**src/commit_defines.svh**
```systemverilog
`ifndef COMMIT_DEFINES_SVH
`define COMMIT_DEFINES_SVH

// widths shared by the commit stage packages, interfaces and modules

// rv32 data and address width
`define COMMIT_XLEN 32

// mcause code field, interrupt and exception codes alike
`define COMMIT_CAUSE_W 8

// error code carried by each pending instruction
`define COMMIT_ERR_W 3

// msb index helpers
`define COMMIT_XLEN_MSB (`COMMIT_XLEN - 1)
`define COMMIT_CAUSE_MSB (`COMMIT_CAUSE_W - 1)

`endif
```
**src/trap_pkg.sv**
```systemverilog
`default_nettype none

`include "commit_defines.svh"

package trap_pkg;

	// machine mode interrupt codes, mcause with interrupt bit set
	typedef enum logic [`COMMIT_CAUSE_W-1:0]
	{
		intr_m_sw  = 8'd3,  // software
		intr_m_tmr = 8'd7,  // timer
		intr_m_ext = 8'd11  // external
	} intr_code_e;

	// exception codes, numbered as in the privileged spec
	typedef enum logic [`COMMIT_CAUSE_W-1:0]
	{
		expt_inst_misaligned  = 8'd0,  // fetch address misaligned
		expt_inst_fault       = 8'd1,  // fetch bus fault
		expt_illegal_inst     = 8'd2,  // illegal instruction
		expt_load_misaligned  = 8'd4,  // load address misaligned
		expt_load_fault       = 8'd5,  // load bus fault
		expt_store_misaligned = 8'd6,  // store address misaligned
		expt_store_fault      = 8'd7,  // store bus fault
		expt_ecall_m          = 8'd11  // ecall from m mode
	} expt_code_e;

	// one cause word, is_intr tells which view applies
	typedef union packed
	{
		intr_code_e intr_code; // view when is_intr is set
		expt_code_e expt_code; // view for exceptions and ecall
	} trap_cause_u;

	// the csr file writes {is_intr, cause} into mcause

endpackage

`default_nettype wire

```
**src/inst_pkg.sv**
```systemverilog
`default_nettype none

`include "commit_defines.svh"

package inst_pkg;

	// error attached to a pending instruction by fetch, decode or agu
	// bit 0 or bit 1 set means a synchronous error
	typedef enum logic [`COMMIT_ERR_W-1:0]
	{
		err_normal          = 3'b000, // no error
		err_illegal         = 3'b001, // illegal instruction
		err_pc_unaligned    = 3'b010, // misaligned fetch address
		err_imem_fault      = 3'b011, // instruction bus fault
		err_load_unaligned  = 3'b110, // misaligned load address
		err_store_unaligned = 3'b111  // misaligned store address
	} err_code_e;

	// the four codes above 3'b011 without bit 0/1 are never produced
	// by decode, 3'b100 reads as error free and 3'b101 as illegal

	// bits 0 and 1 of the code mark an error the commit stage must trap on
	// bit 2 separates data side errors from instruction side ones
	// instruction side errors report the pc or the word as mtval
	// data side errors report the address from the agu

endpackage

`default_nettype wire

```
**src/commit_if.sv**
```systemverilog
`timescale 1ns/100ps
`default_nettype none

`include "commit_defines.svh"

// pending instruction from the dispatch side
interface pst_if;
	logic                      valid;      // instruction waiting for commit
	logic [`COMMIT_XLEN-1:0]   pc;         // its pc
	logic [`COMMIT_XLEN-1:0]   inst;       // raw word, for illegal mtval
	inst_pkg::err_code_e       err_code;   // fetch/decode/agu error
	logic                      is_b;       // conditional branch
	logic                      is_ecall;
	logic                      is_mret;
	logic                      is_fence_i;
	logic                      prdt_jump;  // predicted taken
	logic [`COMMIT_XLEN-1:0]   brc_pc_upd; // corrected pc on redirect
	logic                      is_long;    // ld/st or mul/div, late wbk
	logic                      ready;      // commit accepts

	modport src  (output valid, pc, inst, err_code, is_b, is_ecall, is_mret, is_fence_i,
		prdt_jump, brc_pc_upd, is_long, input ready);
	modport brc  (input valid, err_code, is_b, is_fence_i, prdt_jump, brc_pc_upd);
	modport trap (input valid, pc, inst, err_code, is_ecall, is_mret);
	modport ctrl (input valid, is_long, output ready);
endinterface

// trap proposal from the arbiter, strobes back from the controller
interface trap_if;
	logic                      trap_req; // some trap would be taken
	logic                      is_intr;  // winner is an interrupt
	trap_pkg::trap_cause_u     cause;
	logic [`COMMIT_XLEN-1:0]   val;      // mtval
	logic [`COMMIT_XLEN-1:0]   ret_addr; // mepc
	logic                      lsu_sel;  // lsu exception wins
	logic                      sync_err; // accepted sync error, cancels commit
	logic                      mret_ok;  // error-free mret
	logic                      enter;    // trap taken this cycle
	logic                      ret;      // mret executed this cycle

	modport arb  (output trap_req, is_intr, cause, val, ret_addr, lsu_sel, sync_err, mret_ok,
		input enter, ret);
	modport ctrl (input trap_req, lsu_sel, sync_err, mret_ok, output enter, ret);
endinterface

`default_nettype wire

```
**src/commit_unit.sv**
```systemverilog
`timescale 1ns/100ps
`default_nettype none

`include "commit_defines.svh"

module commit_unit
(
	input  logic                      clk,
	input  logic                      resetn,
	input  logic                      mstatus_mie,
	input  logic                      mie_msie,
	input  logic                      mie_mtie,
	input  logic                      mie_meie,
	input  logic [`COMMIT_XLEN-1:0]   s_pst_inst,
	input  logic [`COMMIT_ERR_W-1:0]  s_pst_err_code,
	input  logic [`COMMIT_XLEN-1:0]   s_pst_pc,
	input  logic                      s_pst_is_b,
	input  logic                      s_pst_is_ecall,
	input  logic                      s_pst_is_mret,
	input  logic                      s_pst_is_fence_i,
	input  logic [`COMMIT_XLEN-1:0]   s_pst_brc_pc_upd,
	input  logic                      s_pst_prdt_jump,
	input  logic                      s_pst_is_long,
	input  logic                      s_pst_valid,
	output logic                      s_pst_ready,
	input  logic [`COMMIT_XLEN-1:0]   s_lsu_expt_addr,
	input  logic                      s_lsu_expt_err,   // 0 load, 1 store
	input  logic                      s_lsu_expt_valid,
	output logic                      s_lsu_expt_ready,
	output logic                      m_pst_inst_cmt,
	output logic                      m_pst_need_imdt_wbk,
	output logic                      m_pst_valid,
	input  logic                      m_pst_ready,
	input  logic [`COMMIT_XLEN-1:0]   ls_addr,
	input  logic                      cfr_jump,
	input  logic                      sw_itr_req,
	input  logic                      tmr_itr_req,
	input  logic                      ext_itr_req,
	output logic                      itr_expt_enter,
	output logic                      itr_expt_is_intr,
	output trap_pkg::trap_cause_u     itr_expt_cause,
	input  logic [`COMMIT_XLEN-1:0]   itr_expt_vec_base,
	output logic [`COMMIT_XLEN-1:0]   itr_expt_ret_addr,
	output logic [`COMMIT_XLEN-1:0]   itr_expt_val,
	output logic                      itr_expt_ret,
	input  logic [`COMMIT_XLEN-1:0]   mepc_ret_addr,
	output logic                      flush_req,
	input  logic                      flush_ack,
	output logic [`COMMIT_XLEN-1:0]   flush_addr
);

	pst_if  pst ();
	trap_if trap ();

	logic                     mispredict;
	logic                     fence_i;
	logic [`COMMIT_XLEN-1:0]  redirect_addr;

	assign pst.valid = s_pst_valid;
	assign pst.pc = s_pst_pc;
	assign pst.inst = s_pst_inst;
	assign pst.err_code = inst_pkg::err_code_e'(s_pst_err_code); // raw bits from decode
	assign pst.is_b = s_pst_is_b;
	assign pst.is_ecall = s_pst_is_ecall;
	assign pst.is_mret = s_pst_is_mret;
	assign pst.is_fence_i = s_pst_is_fence_i;
	assign pst.prdt_jump = s_pst_prdt_jump;
	assign pst.brc_pc_upd = s_pst_brc_pc_upd;
	assign pst.is_long = s_pst_is_long;
	assign s_pst_ready = pst.ready;

	// csr file side
	assign itr_expt_enter = trap.enter;
	assign itr_expt_is_intr = trap.is_intr;
	assign itr_expt_cause = trap.cause;
	assign itr_expt_ret_addr = trap.ret_addr;
	assign itr_expt_val = trap.val;
	assign itr_expt_ret = trap.ret;

	branch_resolver branch_resolver_i
	(
		.pst           (pst.brc),
		.cfr_jump      (cfr_jump),
		.mispredict    (mispredict),
		.fence_i       (fence_i),
		.redirect_addr (redirect_addr)
	);

	trap_arbiter trap_arbiter_i
	(
		.clk            (clk),
		.resetn         (resetn),
		.pst            (pst.trap),
		.trap           (trap.arb),
		.mstatus_mie    (mstatus_mie),
		.mie_msie       (mie_msie),
		.mie_mtie       (mie_mtie),
		.mie_meie       (mie_meie),
		.sw_itr_req     (sw_itr_req),
		.tmr_itr_req    (tmr_itr_req),
		.ext_itr_req    (ext_itr_req),
		.lsu_expt_valid (s_lsu_expt_valid),
		.lsu_expt_err   (s_lsu_expt_err),
		.lsu_expt_addr  (s_lsu_expt_addr),
		.ls_addr        (ls_addr)
	);

	commit_ctrl commit_ctrl_i
	(
		.clk                 (clk),
		.resetn              (resetn),
		.pst                 (pst.ctrl),
		.trap                (trap.ctrl),
		.mispredict          (mispredict),
		.fence_i             (fence_i),
		.redirect_addr       (redirect_addr),
		.m_pst_ready         (m_pst_ready),
		.m_pst_valid         (m_pst_valid),
		.m_pst_inst_cmt      (m_pst_inst_cmt),
		.m_pst_need_imdt_wbk (m_pst_need_imdt_wbk),
		.lsu_expt_ready      (s_lsu_expt_ready),
		.itr_expt_vec_base   (itr_expt_vec_base),
		.mepc_ret_addr       (mepc_ret_addr),
		.flush_req           (flush_req),
		.flush_ack           (flush_ack),
		.flush_addr          (flush_addr)
	);

endmodule

`default_nettype wire

```
**src/commit_ctrl.sv**
```systemverilog
`timescale 1ns/100ps
`default_nettype none

`include "commit_defines.svh"

module commit_ctrl
(
	input  logic                     clk,
	input  logic                     resetn,
	pst_if.ctrl                      pst,
	trap_if.ctrl                     trap,
	input  logic                     mispredict,
	input  logic                     fence_i,
	input  logic [`COMMIT_XLEN-1:0]  redirect_addr,
	input  logic                     m_pst_ready,         // write-back side ready
	output logic                     m_pst_valid,
	output logic                     m_pst_inst_cmt,      // 0 cancels the inst
	output logic                     m_pst_need_imdt_wbk,
	output logic                     lsu_expt_ready,
	input  logic [`COMMIT_XLEN-1:0]  itr_expt_vec_base,   // mtvec
	input  logic [`COMMIT_XLEN-1:0]  mepc_ret_addr,
	output logic                     flush_req,
	input  logic                     flush_ack,
	output logic [`COMMIT_XLEN-1:0]  flush_addr
);

	logic flush_pend; // front end still busy flushing
	logic hs;         // instruction handshake this cycle
	logic take_brc;   // outcome ranking, one-hot or none
	logic take_trap;
	logic take_mret;
	logic take_fence;

	// hold everything while a flush is outstanding
	assign pst.ready = ~flush_pend & m_pst_ready;
	assign m_pst_valid = ~flush_pend & pst.valid;
	assign hs = pst.valid & pst.ready;

	// mispredict > trap > mret > fence.i
	assign take_brc = mispredict;
	assign take_trap = ~mispredict & trap.trap_req;
	assign take_mret = ~mispredict & ~trap.trap_req & trap.mret_ok;
	assign take_fence = ~mispredict & ~trap.trap_req & ~trap.mret_ok & fence_i;

	assign trap.enter = hs & take_trap;
	assign trap.ret = hs & take_mret;

	// lsu handshakes together with the instruction
	assign lsu_expt_ready = hs & take_trap & trap.lsu_sel;

	assign flush_req = hs & (take_brc | take_trap | take_mret | take_fence);

	always_comb
	begin
		if (take_trap)
			flush_addr = itr_expt_vec_base;
		else if (take_mret)
			flush_addr = mepc_ret_addr;
		else
			flush_addr = redirect_addr; // mispredict or fence.i
	end

	// only an accepted sync error cancels, interrupts let it retire
	assign m_pst_inst_cmt = ~trap.sync_err;
	assign m_pst_need_imdt_wbk = m_pst_inst_cmt & ~pst.is_long; // long ops write back later

	// same-cycle ack never sets the flag
	always_ff @(posedge clk or negedge resetn)
	begin
		if (!resetn)
			flush_pend <= 1'b0;
		else
			flush_pend <= (flush_pend | flush_req) & ~flush_ack;
	end

endmodule

`default_nettype wire

```
**src/trap_arbiter.sv**
```systemverilog
`timescale 1ns/100ps
`default_nettype none

`include "commit_defines.svh"

module trap_arbiter
(
	input  logic                     clk,
	input  logic                     resetn,
	pst_if.trap                      pst,
	trap_if.arb                      trap,
	input  logic                     mstatus_mie,    // global enable
	input  logic                     mie_msie,
	input  logic                     mie_mtie,
	input  logic                     mie_meie,
	input  logic                     sw_itr_req,     // level, held until cleared
	input  logic                     tmr_itr_req,
	input  logic                     ext_itr_req,
	input  logic                     lsu_expt_valid, // bus error from lsu
	input  logic                     lsu_expt_err,   // 0 load, 1 store
	input  logic [`COMMIT_XLEN-1:0]  lsu_expt_addr,
	input  logic [`COMMIT_XLEN-1:0]  ls_addr         // agu address of this inst
);

	logic                      trap_busy; // handler running
	logic                      no_err;
	logic                      sw_vld;    // enabled requests
	logic                      tmr_vld;
	logic                      ext_vld;
	logic                      intr_any;
	logic                      lsu_vld;   // lsu exception accepted
	logic                      sync_vld;  // sync error accepted
	logic                      ecall_vld;
	trap_pkg::trap_cause_u     cause_c;
	logic [`COMMIT_XLEN-1:0]   val_c;

	assign no_err = ~(pst.err_code[0] | pst.err_code[1]);

	// mie is cleared by the csr file on entry, which blocks nesting
	assign sw_vld = mstatus_mie & mie_msie & sw_itr_req;
	assign tmr_vld = mstatus_mie & mie_mtie & tmr_itr_req;
	assign ext_vld = mstatus_mie & mie_meie & ext_itr_req;
	assign intr_any = sw_vld | tmr_vld | ext_vld;

	// exceptions are dropped inside a handler
	assign lsu_vld = ~trap_busy & lsu_expt_valid;
	assign sync_vld = ~trap_busy & pst.valid & ~no_err;
	assign ecall_vld = pst.valid & no_err & pst.is_ecall;

	// priority ext > sw > tmr > lsu > sync > ecall
	always_comb
	begin
		cause_c = '0;
		val_c = '0; // interrupts and ecall report zero
		if (ext_vld)
			cause_c.intr_code = trap_pkg::intr_m_ext;
		else if (sw_vld)
			cause_c.intr_code = trap_pkg::intr_m_sw;
		else if (tmr_vld)
			cause_c.intr_code = trap_pkg::intr_m_tmr;
		else if (lsu_vld)
		begin
			if (lsu_expt_err)
				cause_c.expt_code = trap_pkg::expt_store_fault;
			else
				cause_c.expt_code = trap_pkg::expt_load_fault;
			val_c = lsu_expt_addr; // faulting bus address
		end
		else if (sync_vld)
		begin
			case (pst.err_code)
				inst_pkg::err_pc_unaligned:
				begin
					cause_c.expt_code = trap_pkg::expt_inst_misaligned;
					val_c = pst.pc;
				end
				inst_pkg::err_imem_fault:
				begin
					cause_c.expt_code = trap_pkg::expt_inst_fault;
					val_c = pst.pc;
				end
				inst_pkg::err_load_unaligned:
				begin
					cause_c.expt_code = trap_pkg::expt_load_misaligned;
					val_c = ls_addr;
				end
				inst_pkg::err_store_unaligned:
				begin
					cause_c.expt_code = trap_pkg::expt_store_misaligned;
					val_c = ls_addr;
				end
				default: // illegal, also the unused 3'b101
				begin
					cause_c.expt_code = trap_pkg::expt_illegal_inst;
					val_c = pst.inst;
				end
			endcase
		end
		else if (ecall_vld)
			cause_c.expt_code = trap_pkg::expt_ecall_m;
	end

	assign trap.trap_req = intr_any | lsu_vld | sync_vld | ecall_vld;
	assign trap.is_intr = intr_any;
	assign trap.cause = cause_c;
	assign trap.val = val_c;
	assign trap.lsu_sel = ~intr_any & lsu_vld;
	assign trap.sync_err = sync_vld;
	assign trap.mret_ok = pst.valid & no_err & pst.is_mret;

	// faulting inst is refetched, anything else resumes after it
	// so an ecall overtaken by an interrupt is skipped on return
	assign trap.ret_addr = sync_vld ? pst.pc : pst.pc + `COMMIT_XLEN'd4;

	// set after enter, cleared after mret
	always_ff @(posedge clk or negedge resetn)
	begin
		if (!resetn)
			trap_busy <= 1'b0;
		else if (trap.enter | trap.ret)
			trap_busy <= trap.enter;
	end

endmodule

`default_nettype wire

```
**src/branch_resolver.sv**
```systemverilog
`timescale 1ns/100ps
`default_nettype none

`include "commit_defines.svh"

module branch_resolver
(
	pst_if.brc                       pst,
	input  logic                     cfr_jump,     // confirmed direction from alu
	output logic                     mispredict,
	output logic                     fence_i,
	output logic [`COMMIT_XLEN-1:0]  redirect_addr
);

	logic no_err; // instruction is error free
	logic dir_diff; // predicted and confirmed disagree

	// only codes with bit 0 or 1 set are real errors
	assign no_err = ~(pst.err_code[0] | pst.err_code[1]);

	assign dir_diff = pst.prdt_jump ^ cfr_jump;

	// a faulty branch traps instead, so it never redirects
	assign mispredict = pst.valid & no_err & pst.is_b & dir_diff;

	// fence.i refetches everything behind it
	assign fence_i = pst.valid & no_err & pst.is_fence_i;

	// decode already holds the right target for either case
	// for a branch it is the other side of the prediction,
	// for fence.i it is the next sequential pc
	assign redirect_addr = pst.brc_pc_upd;

endmodule

`default_nettype wire

```
**config.mk**
```make
export PLATFORM = sky130hd
export DESIGN_NAME = commit_unit
export DESIGN_NICKNAME = d
export VERILOG_FILES = /design/src/trap_pkg.sv /design/src/inst_pkg.sv /design/src/commit_if.sv /design/src/commit_unit.sv /design/src/commit_ctrl.sv /design/src/trap_arbiter.sv /design/src/branch_resolver.sv
export VERILOG_INCLUDE_DIRS = /design/src
export SDC_FILE = /design/constraint.sdc
export NUM_CORES = 1
export LEC_CHECK = 0
export BUFFER_PORTS_ARGS = -buffer_cell sky130_fd_sc_hd__buf_2
export CAP_MARGIN = 20
export CORE_AREA = 2 2 141 143
export CTS_BUF_LIST = sky130_fd_sc_hd__clkbuf_8
export DETAILED_ROUTE_END_ITERATION = 10
export DIE_AREA = 0 0 143 145
export PLACE_DENSITY = 0.43
export REMOVE_ABC_BUFFERS = 1
export SLEW_MARGIN = 10
export SYNTH_ARGS = -nofsm -noshare
export SYNTH_HDL_FRONTEND = slang
export SYNTH_SLANG_ARGS = --single-unit
export TNS_END_PERCENT = 30
```
**constraint.sdc**
```tcl
create_clock -name clk -period 1.9 [get_ports clk]
set_input_delay 0.19 -clock clk [delete_from_list [all_inputs] [get_ports clk]]
set_output_delay 0.19 -clock clk [all_outputs]
set_load 0.1 [all_outputs]
```
After elaboration in Yosys (flattened, before gate mapping) --
Cells that the tools add are included.
Word-level totals: flip-flop bits (word level) 2, latch bits 0, memory bits (writable) 0, ROM bits 0, memories 0
Cells by class: add/subtract/negate cells 1, multipliers 0, divide/modulo/power cells 0, $lt $le $gt $ge 0, equal/unequal tests 4, shift operators 0, multiplexer cells 17, bitwise gates (word level) 52, reduce and logical (&&, ||, !) cells 2
Operators by type and width (number):
- two-way mux 32 bit | 8
- one-hot mux 32 bit (2 select lines) | 1
- two-way mux 8 bit | 5
- adder 32 x 3 -> 32 bit (second input constant) | 1
- bitwise AND 1 bit | 30
- one-hot mux 3 bit (4 select lines) | 1
- OR 1 bit | 11
- NOT 1 bit | 10
- == test 3 x 2 -> 1 bit (second input constant) | 2
- == test 3 bit (second input constant) | 2
- two-way mux 4 bit | 1
- OR reduction 2 bit | 2
- two-way mux 2 bit | 1
- XOR 1 bit | 1

Depth between registers and ports, before layout --
Gate-level depths: netlist (run 1).
depth after elaboration 15, depth in mapped cells 7, mapped depth without buffers 5

Cells and area by module --
From an unflattened synthesis (run 1), not the netlist that was laid out.
Unflattened totals: cells, all modules 449, area, all modules 3428.3 sq um
By module, submodules not included:
- trap_arbiter | times used 1, cells an instance 279, area an instance 1995.7 sq um, seq. area each 25.0 sq um
- commit_ctrl | times used 1, cells an instance 133, area an instance 1158.6 sq um, seq. area each 25.0 sq um
- branch_resolver | times used 1, cells an instance 37, area an instance 274.0 sq um, seq. area each 0.0 sq um

Least setup slack after synthesis (run 1) --
Ideal clock, no wire load.
kind reg-to-output, from register commit_ctrl_i.flush_pend, to output port s_lsu_expt_ready, arrival 5.055 ns, slack -3.345 ns, stages on the path, launching flop included 4, buffers on the path 0, cells stage by stage dfrtp_1 -> nor2b_1 -> nand2_1 -> nor4_1
On the way: word-level cells in the longest chain between the ends 5
RTL lines:
- start: declaration | RTL line commit_ctrl.sv:27 | logic flush_pend;
- start signal: assignment | RTL line commit_ctrl.sv:73 | flush_pend <= (flush_pend | flush_req) & ~flush_ack;
- NOT 1 bit | RTL line commit_ctrl.sv:35 | assign pst.ready = ~flush_pend & m_pst_ready;
- bitwise AND 1 bit | RTL line commit_ctrl.sv:35
- net s_pst_ready | RTL line commit_unit.sv:25 | output logic s_pst_ready,
- bitwise AND 1 bit | RTL line commit_ctrl.sv:37 | assign hs = pst.valid & pst.ready;
- bitwise AND 1 bit (2 in series) | RTL line commit_ctrl.sv:49 | assign lsu_expt_ready = hs & take_trap & trap.lsu_sel;
- end: declaration | RTL line commit_unit.sv:29 | output logic s_lsu_expt_ready,
The timed path passes the listed nets, and every way through them passes these cells.

Worst setup path after layout (run 1) --
from register trap_arbiter_i.trap_busy, to output port itr_expt_val[20]
On the way: word-level cells in the longest chain between the ends 8
RTL lines:
- start: declaration | RTL line trap_arbiter.sv:25 | logic trap_busy;
- start signal: assignment | RTL line trap_arbiter.sv:121 | trap_busy <= trap.enter;
- NOT 1 bit (*) | RTL line trap_arbiter.sv:46, trap_arbiter.sv:47
- bitwise AND 1 bit (2 in series) | RTL line trap_arbiter.sv:47 | assign sync_vld = ~trap_busy & pst.valid & ~no_err;
- two-way mux 32 bit | RTL line trap_arbiter.sv:69 | else if (sync_vld)
- two-way mux 32 bit (*) | RTL line trap_arbiter.sv:61 | else if (lsu_vld)
- two-way mux 32 bit (*) | RTL line trap_arbiter.sv:59 | else if (tmr_vld)
- two-way mux 32 bit (*) | RTL line trap_arbiter.sv:57 | else if (sw_vld)
- two-way mux 32 bit (*) | RTL line trap_arbiter.sv:55 | if (ext_vld)
- end: declaration | RTL line commit_unit.sv:44 | output logic [`COMMIT_XLEN-1:0] itr_expt_val,
Every way passes the cells marked *; elsewhere a longest branch is shown, timed or not.

==> reports/metrics.csv, run 1 <==
stage;metric;value;unit
power;Clk pwr share;3.7;%
die;IO Pins;361;
detailed_routing;post-DR wirelength/cell;17.77;um
timing;Final Setup Violations;92;
die;die width;143;um
timing;final worst path period share;114.2;%
critical_path;maximum fanout along the worst path;32;
synthesis;library cells used by synthesis;47;
synthesis;Yosys reg bits;2;
placed_design;DP HPWL;16230;um
critical_path;worst path cell trace;nand2b_4 > nor2_4 > inv_2 > or3_4 > buf_12 > o2bb2ai_1 > buf_12;
power;Total Power;4.445;mW
timing;Max Slew Vio Count;0;
die;# rows;51;
critical_path;Worst path slowest cell;dfrtp_1;
synthesis;Most used DFF post-synth;dfrtp_1;
detailed_routing;DR top layer;met4;
clock_tree;H-tree depth;1;
die;Die Area;20740;um^2
synthesis;Mapped Area;2974;um^2
timing;RSZ-0062 raised after global routing;yes;
power;NetSw;2.701;mW
detailed_routing;metal2 WL;10620;um
detailed_routing;DRT met1 WL;6383;um
detailed_routing;final WL;19070;um
power;Sequential Power Share;1.2;%
run_status;outcome;complete, but fails checks;
timing;worst setup slack after layout;-0.2695;ns
timing;Worst Skew;0.001094;ns
power;LEAKAGE;3.582;nW
timing;TNS Setup;-18.30;ns
clock_tree;clock-pin slew on the worst setup and hold paths;0.03;ns
power;PwrDens;581.1;nW/um^2
grt;vias in the first global route;4901;
clock_tree;Longest Clk Path Bufs;2;
layout;final core utilization;39.82;%
detailed_routing;ANT nets after route;0;
placed_design;PortBufs;356;
timing;Max Clk Rate;460.9;MHz
synthesis;synth warn;0;
critical_path;CP arrival;1.98;ns
detailed_routing;drt pass-1 iters;6;
detailed_routing;met3 routed WL;1915;um
hold_path;Tightest Hold Check Type;primary input to register;
clock_tree;TritonCTS clock tree;done;
timing;Tmin final;2.169;ns
grt;global-route wire length before repair;27430;um
die;Placeable Area;19210;um^2
die;Initial Utilization;15.48;%
detailed_routing;vias per cell;4.461;
critical_path;Largest stage delay, worst path;0.40;ns
critical_path;Most Frequent Cell on Critical Path;buf_12;
grt;largest net degree at the start of global routing;37;
synthesis;Post-synth ARST share;100.0;%
die;Die Ht;145;um
timing;worst slew pin tran;0.5221;ns
layout;FILL cells;1929;
timing;Final Hold Viols;0;
detailed_routing;DR iter-0 viols;69;
synthesis;post-synthesis sequential area ratio;1.683;%
grt;GRT overflow;0;
clock_tree;CTS root buffer;clkbuf_8;
run_status;failing checks;negative setup slack;
power;Internal;1.744;mW
clock_tree;CTS Buf Count;3;
run;max-cap check violation count;0;
layout;fin cells;1073;
grt;antenna violations before repair;6;
placed_design;Routability Congestion;0.7860;
clock_tree;worst skew pair latency;0.21;ns
layout;most common cell after layout, fill and taps aside;buf_2;
power;worst vdd ir;0.0005289;V
clock_tree;Sink Count;2;
grt;global-route usage over all layers;16.99;%
detailed_routing;DRC;0;
timing;Max-slew headroom;65.44;%
synthesis;number of flops mapped to enable cells by yosys;0;
layout;Nets;1053;
placed_design;Placed Instances;1057;
layout;Area Overhead vs Synth;157.2;%
critical_path;launching element type of the critical path;register;
critical_path;crit path capture type;primary output;
critical_path;critical path data required time;1.71;ns
synthesis;Post-Syn Area per Cell;7.219;um^2
power;Sw Share;60.76;%
power;Combinational Power Share;95.1;%
layout;share of layout cells above drive strength 1;65.09;%
detailed_routing;vias post-DR;4787;
critical_path;Setup CP Type;register to primary output;
layout;commonest non-fill, non-tap cells in the layout;buf_2 (253), buf_12 (118), buf_4 (55), nand2_1 (44), inv_1 (36);
synthesis;Mapped Cells;412;
==> critical path, delay by kind of cell (launching register included) <==
kind	cells	cell delay (ns)
AO/OA/AOI/OAI	1	0.28
flip-flops	1	0.40
AND/OR/NAND/NOR	3	0.61
buffers and inverters	3	0.43
==> sequential cells by signal (all words and copies together), names as in the netlist <==
| signal | flops |
|---|---|
| commit_ctrl_i.flush_pend | 1 |
| trap_arbiter_i.trap_busy | 1 |
==> final timing paths <==
check	start	endpoint	slack (ns)	cells after the start
hold / removal	flush_ack	commit_ctrl_i.flush_pend	0.14	2
setup reg to reg	trap_arbiter_i.trap_busy	trap_arbiter_i.trap_busy	0.36	6
min in group asynchronous	resetn	trap_arbiter_i.trap_busy	0.33	2
max in group asynchronous	resetn	commit_ctrl_i.flush_pend	1.47	2
hold reg to reg	commit_ctrl_i.flush_pend	commit_ctrl_i.flush_pend	0.57	2
setup / recovery	trap_arbiter_i.trap_busy	itr_expt_val[20]	-0.27	7
==> power groups by stage <==
stage	logic (mW)	registers, mW	clock network, mW
4_1_cts	4.21	0.0535	0.170
3_3_place_gp	4.15	0.0539	0
2_1_floorplan	2.30	0.0512	0
6_report	4.23	0.0532	0.166
3_5_place_dp	4.15	0.0537	0
5_1_grt	4.38	0.0542	0.177
==> area by class of cell <==
cell class                 count  area (um^2)  area share (%)
sequential                     2        50.05          0.6543
antenna                        6        15.01          0.1963
multi-input combinational    330         2987           39.05
clock buffer                   3        41.29          0.5398
timing repair buffer         430         4085           53.41
inverter                      37        138.9           1.816
tap                          265        331.6           4.335
==> stage by stage <==
step / cell area (um^2) / setup WS, ns / hold slack [ns]
after CTS: 7390 / -0.2972 / 0.1366
after detailed placement: 7082 / -0.3177 / -0.02236
after global placement: 7082 / -0.2719 / -0.02057
final: 7649 / -0.2695 / 0.1395
after floorplan: 2704 / -3.356 / -0.1056
after global routing: 7646 / -0.3279 / 0.1509
==> synthesized netlist by cell type (all sizes together) (2+ instances only) <==
cell type	n	share of area, %
nand2b	3	0.63
and4	4	1.2
a22o	2	0.59
nor4	34	13
nand3	14	2.4
clkbuf	11	1.4
nor2b	2	0.42
a221o	32	11
xnor2	24	7.1
mux2i	32	11
o21ai	37	6.2
buf	35	8.1
a2111oi	3	1.3
and3	6	1.3
dfrtp	2	1.7
nand4b	2	0.59
nor2	9	1.2
a21oi	3	0.50
o2bb2ai	32	9.4
inv	37	4.7
nor3	3	0.50
xor2	6	1.8
and2	6	1.3
nand2	45	5.7
nand4	13	2.7
==> kinds of logic after synthesis <==
family,after synthesis,synth area share [%]
flip-flops,2,1.683
other,1,0.1261
AO/OA/AOI/OAI,117,31.55
XOR/XNOR,30,8.835
multiplexers,33,11.15
buffers and inverters,83,14.14
adder cells (fa/ha/maj),1,0.4206
AND/OR/NAND/NOR,145,32.10
==> per-layer routing <==
metal  track usage (%)  vias up
li1                  -     2343
met1             16.14     2206
met2             34.62      228
met3             5.809       10
met4             2.772        0
met5                 0        -
==> timing repair <==
action,in CTS,in global routing
resized for setup,37,30
buffers inserted,0,6
endpoints found under the setup margin,95,99
endpoints found under the hold margin,2,0
hold buffers,1,0
pin swaps,16,13
No activity file was read; power rests on OpenSTA's default activity.
==> run 2: changes to the inputs <==
--- a/config.mk
+++ b/config.mk
@@ -12,7 +12,7 @@
 export CTS_BUF_LIST = sky130_fd_sc_hd__clkbuf_8
 export DETAILED_ROUTE_END_ITERATION = 10
 export DIE_AREA = 0 0 143 145
-export PLACE_DENSITY = 0.43
+export PLACE_DENSITY_LB_ADDON = 0.3
 export REMOVE_ABC_BUFFERS = 1
 export SLEW_MARGIN = 10
 export SYNTH_ARGS = -nofsm -noshare
==> run 2 against run 1 <==
  * Cell count about the same
  * Final area rose by 4.0%
  * Register-to-register slack worse by 0.19 ns
  * The run still ends with negative setup slack left
  * Clock power rose by 7%
  * Critical path depth rose by 1
==> reports/metrics.csv, run 2 (synthesized netlist as in run 1, its figures left out) <==
stage;metric;value;unit
timing;Max Slew Vio Count;0;
layout;share of layout cells above drive strength 1;67.96;%
detailed_routing;met3 routed WL;1779;um
run;max-cap check violation count;0;
die;# rows;51;
hold_path;Tightest Hold Check Type;primary input to register;
clock_tree;TritonCTS clock tree;done;
die;die width;143;um
layout;Nets;1053;
clock_tree;clock-pin slew on the worst setup and hold paths;0.03;ns
detailed_routing;post-DR wirelength/cell;18.56;um
critical_path;Setup CP Type;register to primary output;
run_status;failing checks;negative setup slack;
run_status;outcome;complete, but fails checks;
die;IO Pins;361;
timing;Worst Skew;0.003766;ns
layout;Area Overhead vs Synth;167.4;%
hold_path;min-delay src;flush_ack;
layout;commonest non-fill, non-tap cells in the layout;buf_2 (253), buf_12 (113), buf_4 (49), nand2_1 (43), inv_1 (37);
critical_path;CP arrival;2.08;ns
clock_tree;H-tree depth;1;
grt;vias in the first global route;5060;
critical_path;maximum fanout along the worst path;8;
grt;global-route usage over all layers;17.70;%
power;LEAKAGE;3.654;nW
grt;GRT overflow;0;
detailed_routing;DR top layer;met4;
clock_tree;CTS Buf Count;3;
critical_path;crit path capture type;primary output;
detailed_routing;metal2 WL;11200;um
critical_path;FF-to-FF Start;trap_arbiter_i.trap_busy;
timing;worst slew pin tran;0.5820;ns
die;Die Ht;145;um
clock_tree;CTS root buffer;clkbuf_8;
timing;Tmin final;2.266;ns
power;worst vdd ir;0.0004709;V
timing;RSZ-0062 raised after global routing;yes;
detailed_routing;drt pass-1 iters;4;
detailed_routing;DR iter-0 viols;97;
critical_path;launching element type of the critical path;register;
timing;Final Setup Violations;88;
detailed_routing;ANT nets after route;0;
layout;largest registers;commit_ctrl_i.flush_pend: 1 flops, trap_arbiter_i.trap_busy: 1 flops;
detailed_routing;vias per cell;4.569;
die;Die Area;20740;um^2
placed_design;DP HPWL;15910;um
timing;worst setup slack after layout;-0.3664;ns
grt;global-route wire length before repair;28180;um
placed_design;Routability Congestion;0.7882;
die;Initial Utilization;15.48;%
timing;Final Hold Viols;0;
layout;final core utilization;41.40;%
timing;Max-slew headroom;61.20;%
timing;TNS Setup;-20.15;ns
power;PwrDens;582.5;nW/um^2
critical_path;critical path data required time;1.71;ns
layout;most common cell after layout, fill and taps aside;buf_2;
timing;Hold WS;0.1209;ns
detailed_routing;DRC;0;
clock_tree;worst skew pair latency;0.22;ns
detailed_routing;final WL;19890;um
die;Placeable Area;19210;um^2
detailed_routing;DRT met1 WL;6555;um
timing;final worst path period share;119.3;%
placed_design;PortBufs;356;
grt;largest net degree at the start of global routing;65;
detailed_routing;vias post-DR;4898;
clock_tree;Sink Count;2;
grt;antenna violations before repair;7;
clock_tree;Longest Clk Path Bufs;2;
critical_path;CP startpoint;trap_arbiter_i.trap_busy;
timing;Max Clk Rate;441.2;MHz
-- run 2: cell types whose count changed in the layout (fill, tap and decap cells not counted), sizes merged --
cell / previous run / this run
clkbuf: 3 / 7
buf: 429 / 425
diode: 6 / 5
-- run 2: repair_timing --
item	in CTS	in global routing
endpoints found under the hold margin	2	0
gates resized for setup	76	39
buffers inserted	5	3
setup endpoints to repair	94	98
pin swaps	13	16
hold buffers	1	0
cloned	2	4
-- run 2: metal layers --
layer | vias to the layer above | track usage, %
met2 | 250 | 35.60
li1 | 2340 | -
met3 | 25 | 4.620
met5 | - | 0
met4 | 0 | 4.604
met1 | 2283 | 17.37
-- run 2: metrics by stage --
| stage | power, mW | instances | worst slack [ns] | instance area (um^2) |
|---|---|---|---|---|
| final | 4.632 | 1072 | -0.3664 | 7951 |
| after global placement | 4.102 | 1052 | -0.4168 | 6954 |
| after detailed placement | 4.111 | 1052 | -0.4060 | 6954 |
| after global routing | 4.789 | 1072 | -0.4223 | 7951 |
| after CTS | 4.493 | 1062 | -0.3294 | 7581 |
| after floorplan | 2.351 | 369 | -3.356 | 2704 |
-- run 2: worst paths after layout --
check / slack [ns] / to / cells past startpoint
worst max-delay path: -0.37 / flush_addr[19] / 8
worst min-delay path: 0.12 / commit_ctrl_i.flush_pend / 2
worst max register to register: 0.17 / commit_ctrl_i.flush_pend / 7
worst min register to register: 0.57 / commit_ctrl_i.flush_pend / 2
max in group asynchronous: 1.47 / commit_ctrl_i.flush_pend / 2
min in group asynchronous: 0.33 / trap_arbiter_i.trap_busy / 2
-- run 2: final cells by class --
| cell class | count | area (um^2) |
|---|---|---|
| Antenna cell | 5 | 12.51 |
| Sequential cell | 2 | 50.05 |
| Fill cell | 1878 | 11260 |
| Tap cell | 265 | 331.6 |
| Multi-Input combinational cell | 330 | 3226 |
| Clock buffer | 3 | 41.29 |
| Timing Repair Buffer | 430 | 4151 |
| Inverter | 37 | 138.9 |
-- run 2: worst max-delay path, stage by stage, from the launching register on --
cell,delay (ns)
dfrtp_1,0.39
nand2b_4,0.17
buf_6,0.12
o211ai_4,0.24
buf_6,0.20
clkbuf_16,0.18
nor4_2,0.05
a221o_1,0.31
buf_12,0.18
-- run 2: where the power goes --
part           switching (mW)  internal [mW]  leakage (nW)
clock                  0.0427          0.135        0.0216
combinational            2.77           1.64          3.61
sequential            0.00459         0.0478        0.0229
total                    2.81           1.82          3.65
==> run 3: changes to the inputs <==
--- a/config.mk
+++ b/config.mk
@@ -13,6 +13,7 @@
 export DETAILED_ROUTE_END_ITERATION = 10
 export DIE_AREA = 0 0 143 145
 export PLACE_DENSITY_LB_ADDON = 0.3
+export RECOVER_POWER = 25
 export REMOVE_ABC_BUFFERS = 1
 export SLEW_MARGIN = 10
 export SYNTH_ARGS = -nofsm -noshare
==> run 3 against run 2 <==
  * The flow still finishes with violations (negative setup slack)
  * Non-clock buffer count unchanged
  * Largest power group unchanged
  * Final area about the same
  * Global-route usage unchanged
  * Critical path depth unchanged
  * Power barely moved
  * Routed wire length about the same
  * Count of clock-buffer cells in the layout is the same
  * Clock power barely moved
  * Critical endpoint unchanged
  * Sequential cell count unchanged
==> reports/metrics.csv, run 3 (synthesized netlist as in run 1, its figures left out) <==
stage;metric;value;unit
run_status;outcome;complete, but fails checks;
run_status;failing checks;negative setup slack;
clock_tree;CTS root buffer;clkbuf_8;
die;Die Area;20740;um^2
grt;GRT overflow;0;
timing;Worst Skew;0.003766;ns
critical_path;Most Frequent Cell on Critical Path;buf_6;
clock_tree;H-tree depth;1;
layout;Sequential Area;50.05;um^2
critical_path;maximum fanout along the worst path;8;
die;Initial Utilization;15.48;%
detailed_routing;vias post-DR;4892;
critical_path;FF-to-FF Start;trap_arbiter_i.trap_busy;
critical_path;Top Family by Delay on Critical Path;buffers and inverters;
critical_path;R2R depth;7;
grt;vias in the first global route;5060;
detailed_routing;ANT nets after route;0;
critical_path;Worst R2R End;commit_ctrl_i.flush_pend;
placed_design;Placement Cell Area;6954;um^2
critical_path;critical path data required time;1.71;ns
die;die width;143;um
critical_path;Worst path slowest cell;dfrtp_1;
critical_path;Worst Path Buf+Inv;4;
timing;Max Clk Rate;441.2;MHz
die;Placeable Area;19210;um^2
layout;commonest non-fill, non-tap cells in the layout;buf_2 (250), buf_12 (113), buf_4 (49), nand2_1 (43), inv_1 (37);
critical_path;WP depth;8;
timing;RSZ-0062 raised after global routing;yes;
placed_design;DP HPWL;15910;um
timing;Max-slew headroom;22.75;%
power;LEAKAGE;3.646;nW
detailed_routing;DRC;0;
critical_path;crit path capture type;primary output;
power;PwrDens;582.6;nW/um^2
critical_path;R2R Setup Slk;0.17;ns
detailed_routing;post-DR wirelength/cell;18.55;um
clock_tree;worst skew pair latency;0.22;ns
timing;Final Setup Violations;88;
placed_design;PortBufs;356;
critical_path;Setup CP Type;register to primary output;
layout;Area Overhead vs Synth;167.2;%
die;# rows;51;
layout;final core utilization;41.38;%
grt;global-route wire length before repair;28180;um
power;worst vdd ir;0.0004709;V
clock_tree;Longest Clk Path Bufs;2;
layout;Nets;1053;
layout;most common cell after layout, fill and taps aside;buf_2;
timing;Tmin final;2.266;ns
critical_path;end of the critical path;flush_addr[19];
layout;FILL cells;1881;
critical_path;Largest stage delay, worst path;0.39;ns
die;Die Ht;145;um
detailed_routing;drt pass-1 iters;4;
hold_path;Tightest Hold Check Type;primary input to register;
timing;final worst path period share;119.3;%
clock_tree;CTS Buf Count;3;
layout;Multi-input gate area;3226;um^2
timing;Max Slew Vio Count;0;
layout;largest registers;commit_ctrl_i.flush_pend: 1 flops, trap_arbiter_i.trap_busy: 1 flops;
detailed_routing;DR iter-0 viols;100;
detailed_routing;vias per cell;4.563;
clock_tree;clock-pin slew on the worst setup and hold paths;0.03;ns
critical_path;worst path cell trace;nand2b_4 > buf_6 > o211ai_4 > buf_6 > clkbuf_16 > nor4_2 > a221o_1 > buf_12;
grt;largest net degree at the start of global routing;65;
critical_path;launching element type of the critical path;register;
timing;Final Hold Viols;0;
timing;worst slew pin tran;1.164;ns
layout;fin area;7948;um^2
clock_tree;Sink Count;2;
detailed_routing;final WL;19880;um
grt;antenna violations before repair;7;
grt;global-route usage over all layers;17.70;%
layout;share of layout cells above drive strength 1;67.58;%
clock_tree;TritonCTS clock tree;done;
critical_path;CP arrival;2.08;ns
run;max-cap check violation count;0;
timing;worst setup slack after layout;-0.3664;ns
placed_design;Routability Congestion;0.7882;
timing;TNS Setup;-20.13;ns
critical_path;CP startpoint;trap_arbiter_i.trap_busy;
die;IO Pins;361;
## run 3: where the power goes
part           switching, mW  total [mW]  leakage (nW)  internal, mW
clock                 0.0427       0.177        0.0216         0.135
combinational           2.77        4.40          3.60          1.63
sequential           0.00459      0.0523        0.0229        0.0478
## run 3: worst min path at each step
stage	cells after the start	end	start
3_3_place_gp	1	commit_ctrl_i.flush_pend	resetn
4_1_cts	2	commit_ctrl_i.flush_pend	flush_ack
2_1_floorplan	0	commit_ctrl_i.flush_pend	resetn
5_1_grt	2	commit_ctrl_i.flush_pend	flush_ack
6_report	2	commit_ctrl_i.flush_pend	flush_ack
3_5_place_dp	1	commit_ctrl_i.flush_pend	resetn
## run 3: through the flow
stage	std cells	setup slack, ns	power (mW)	hold slack (ns)
floorplan	369	-3.356	2.351	-0.1056
global placement	1052	-0.4168	4.102	-0.01931
detailed placement	1052	-0.4060	4.111	-0.01944
CTS	1062	-0.3294	4.493	0.1176
global route	1072	-0.4223	4.788	0.1268
finish	1072	-0.3664	4.630	0.1209
## run 3: metal layers
layer	up-vias	GRT usage, %	part of all wire (%)
li1	2340	-	-
met1	2279	17.37	33
met2	248	35.60	56
met3	25	4.620	8.9
met4	0	4.604	1.8
met5	-	0	0
## run 3: area by class of cell
class / instances / share of cell area (%)
repair buffers: 430 / 52.19
multi-input cells: 330 / 40.59
well taps: 265 / 4.172
inverters: 37 / 1.747
flip-flops and latches: 2 / 0.6297
clock buffers: 3 / 0.5195
diodes: 5 / 0.1574
## run 3: repair_timing
| item | CTS | global route |
|---|---|---|
| buffers inserted | 5 | 3 |
| gates cloned | 2 | 4 |
| gates resized for setup | 76 | 39 |
| pin swaps | 13 | 16 |
| hold buffers | 1 | 0 |
| hold endpoints to repair | 2 | 0 |
| endpoints found under the setup margin | 94 | 98 |
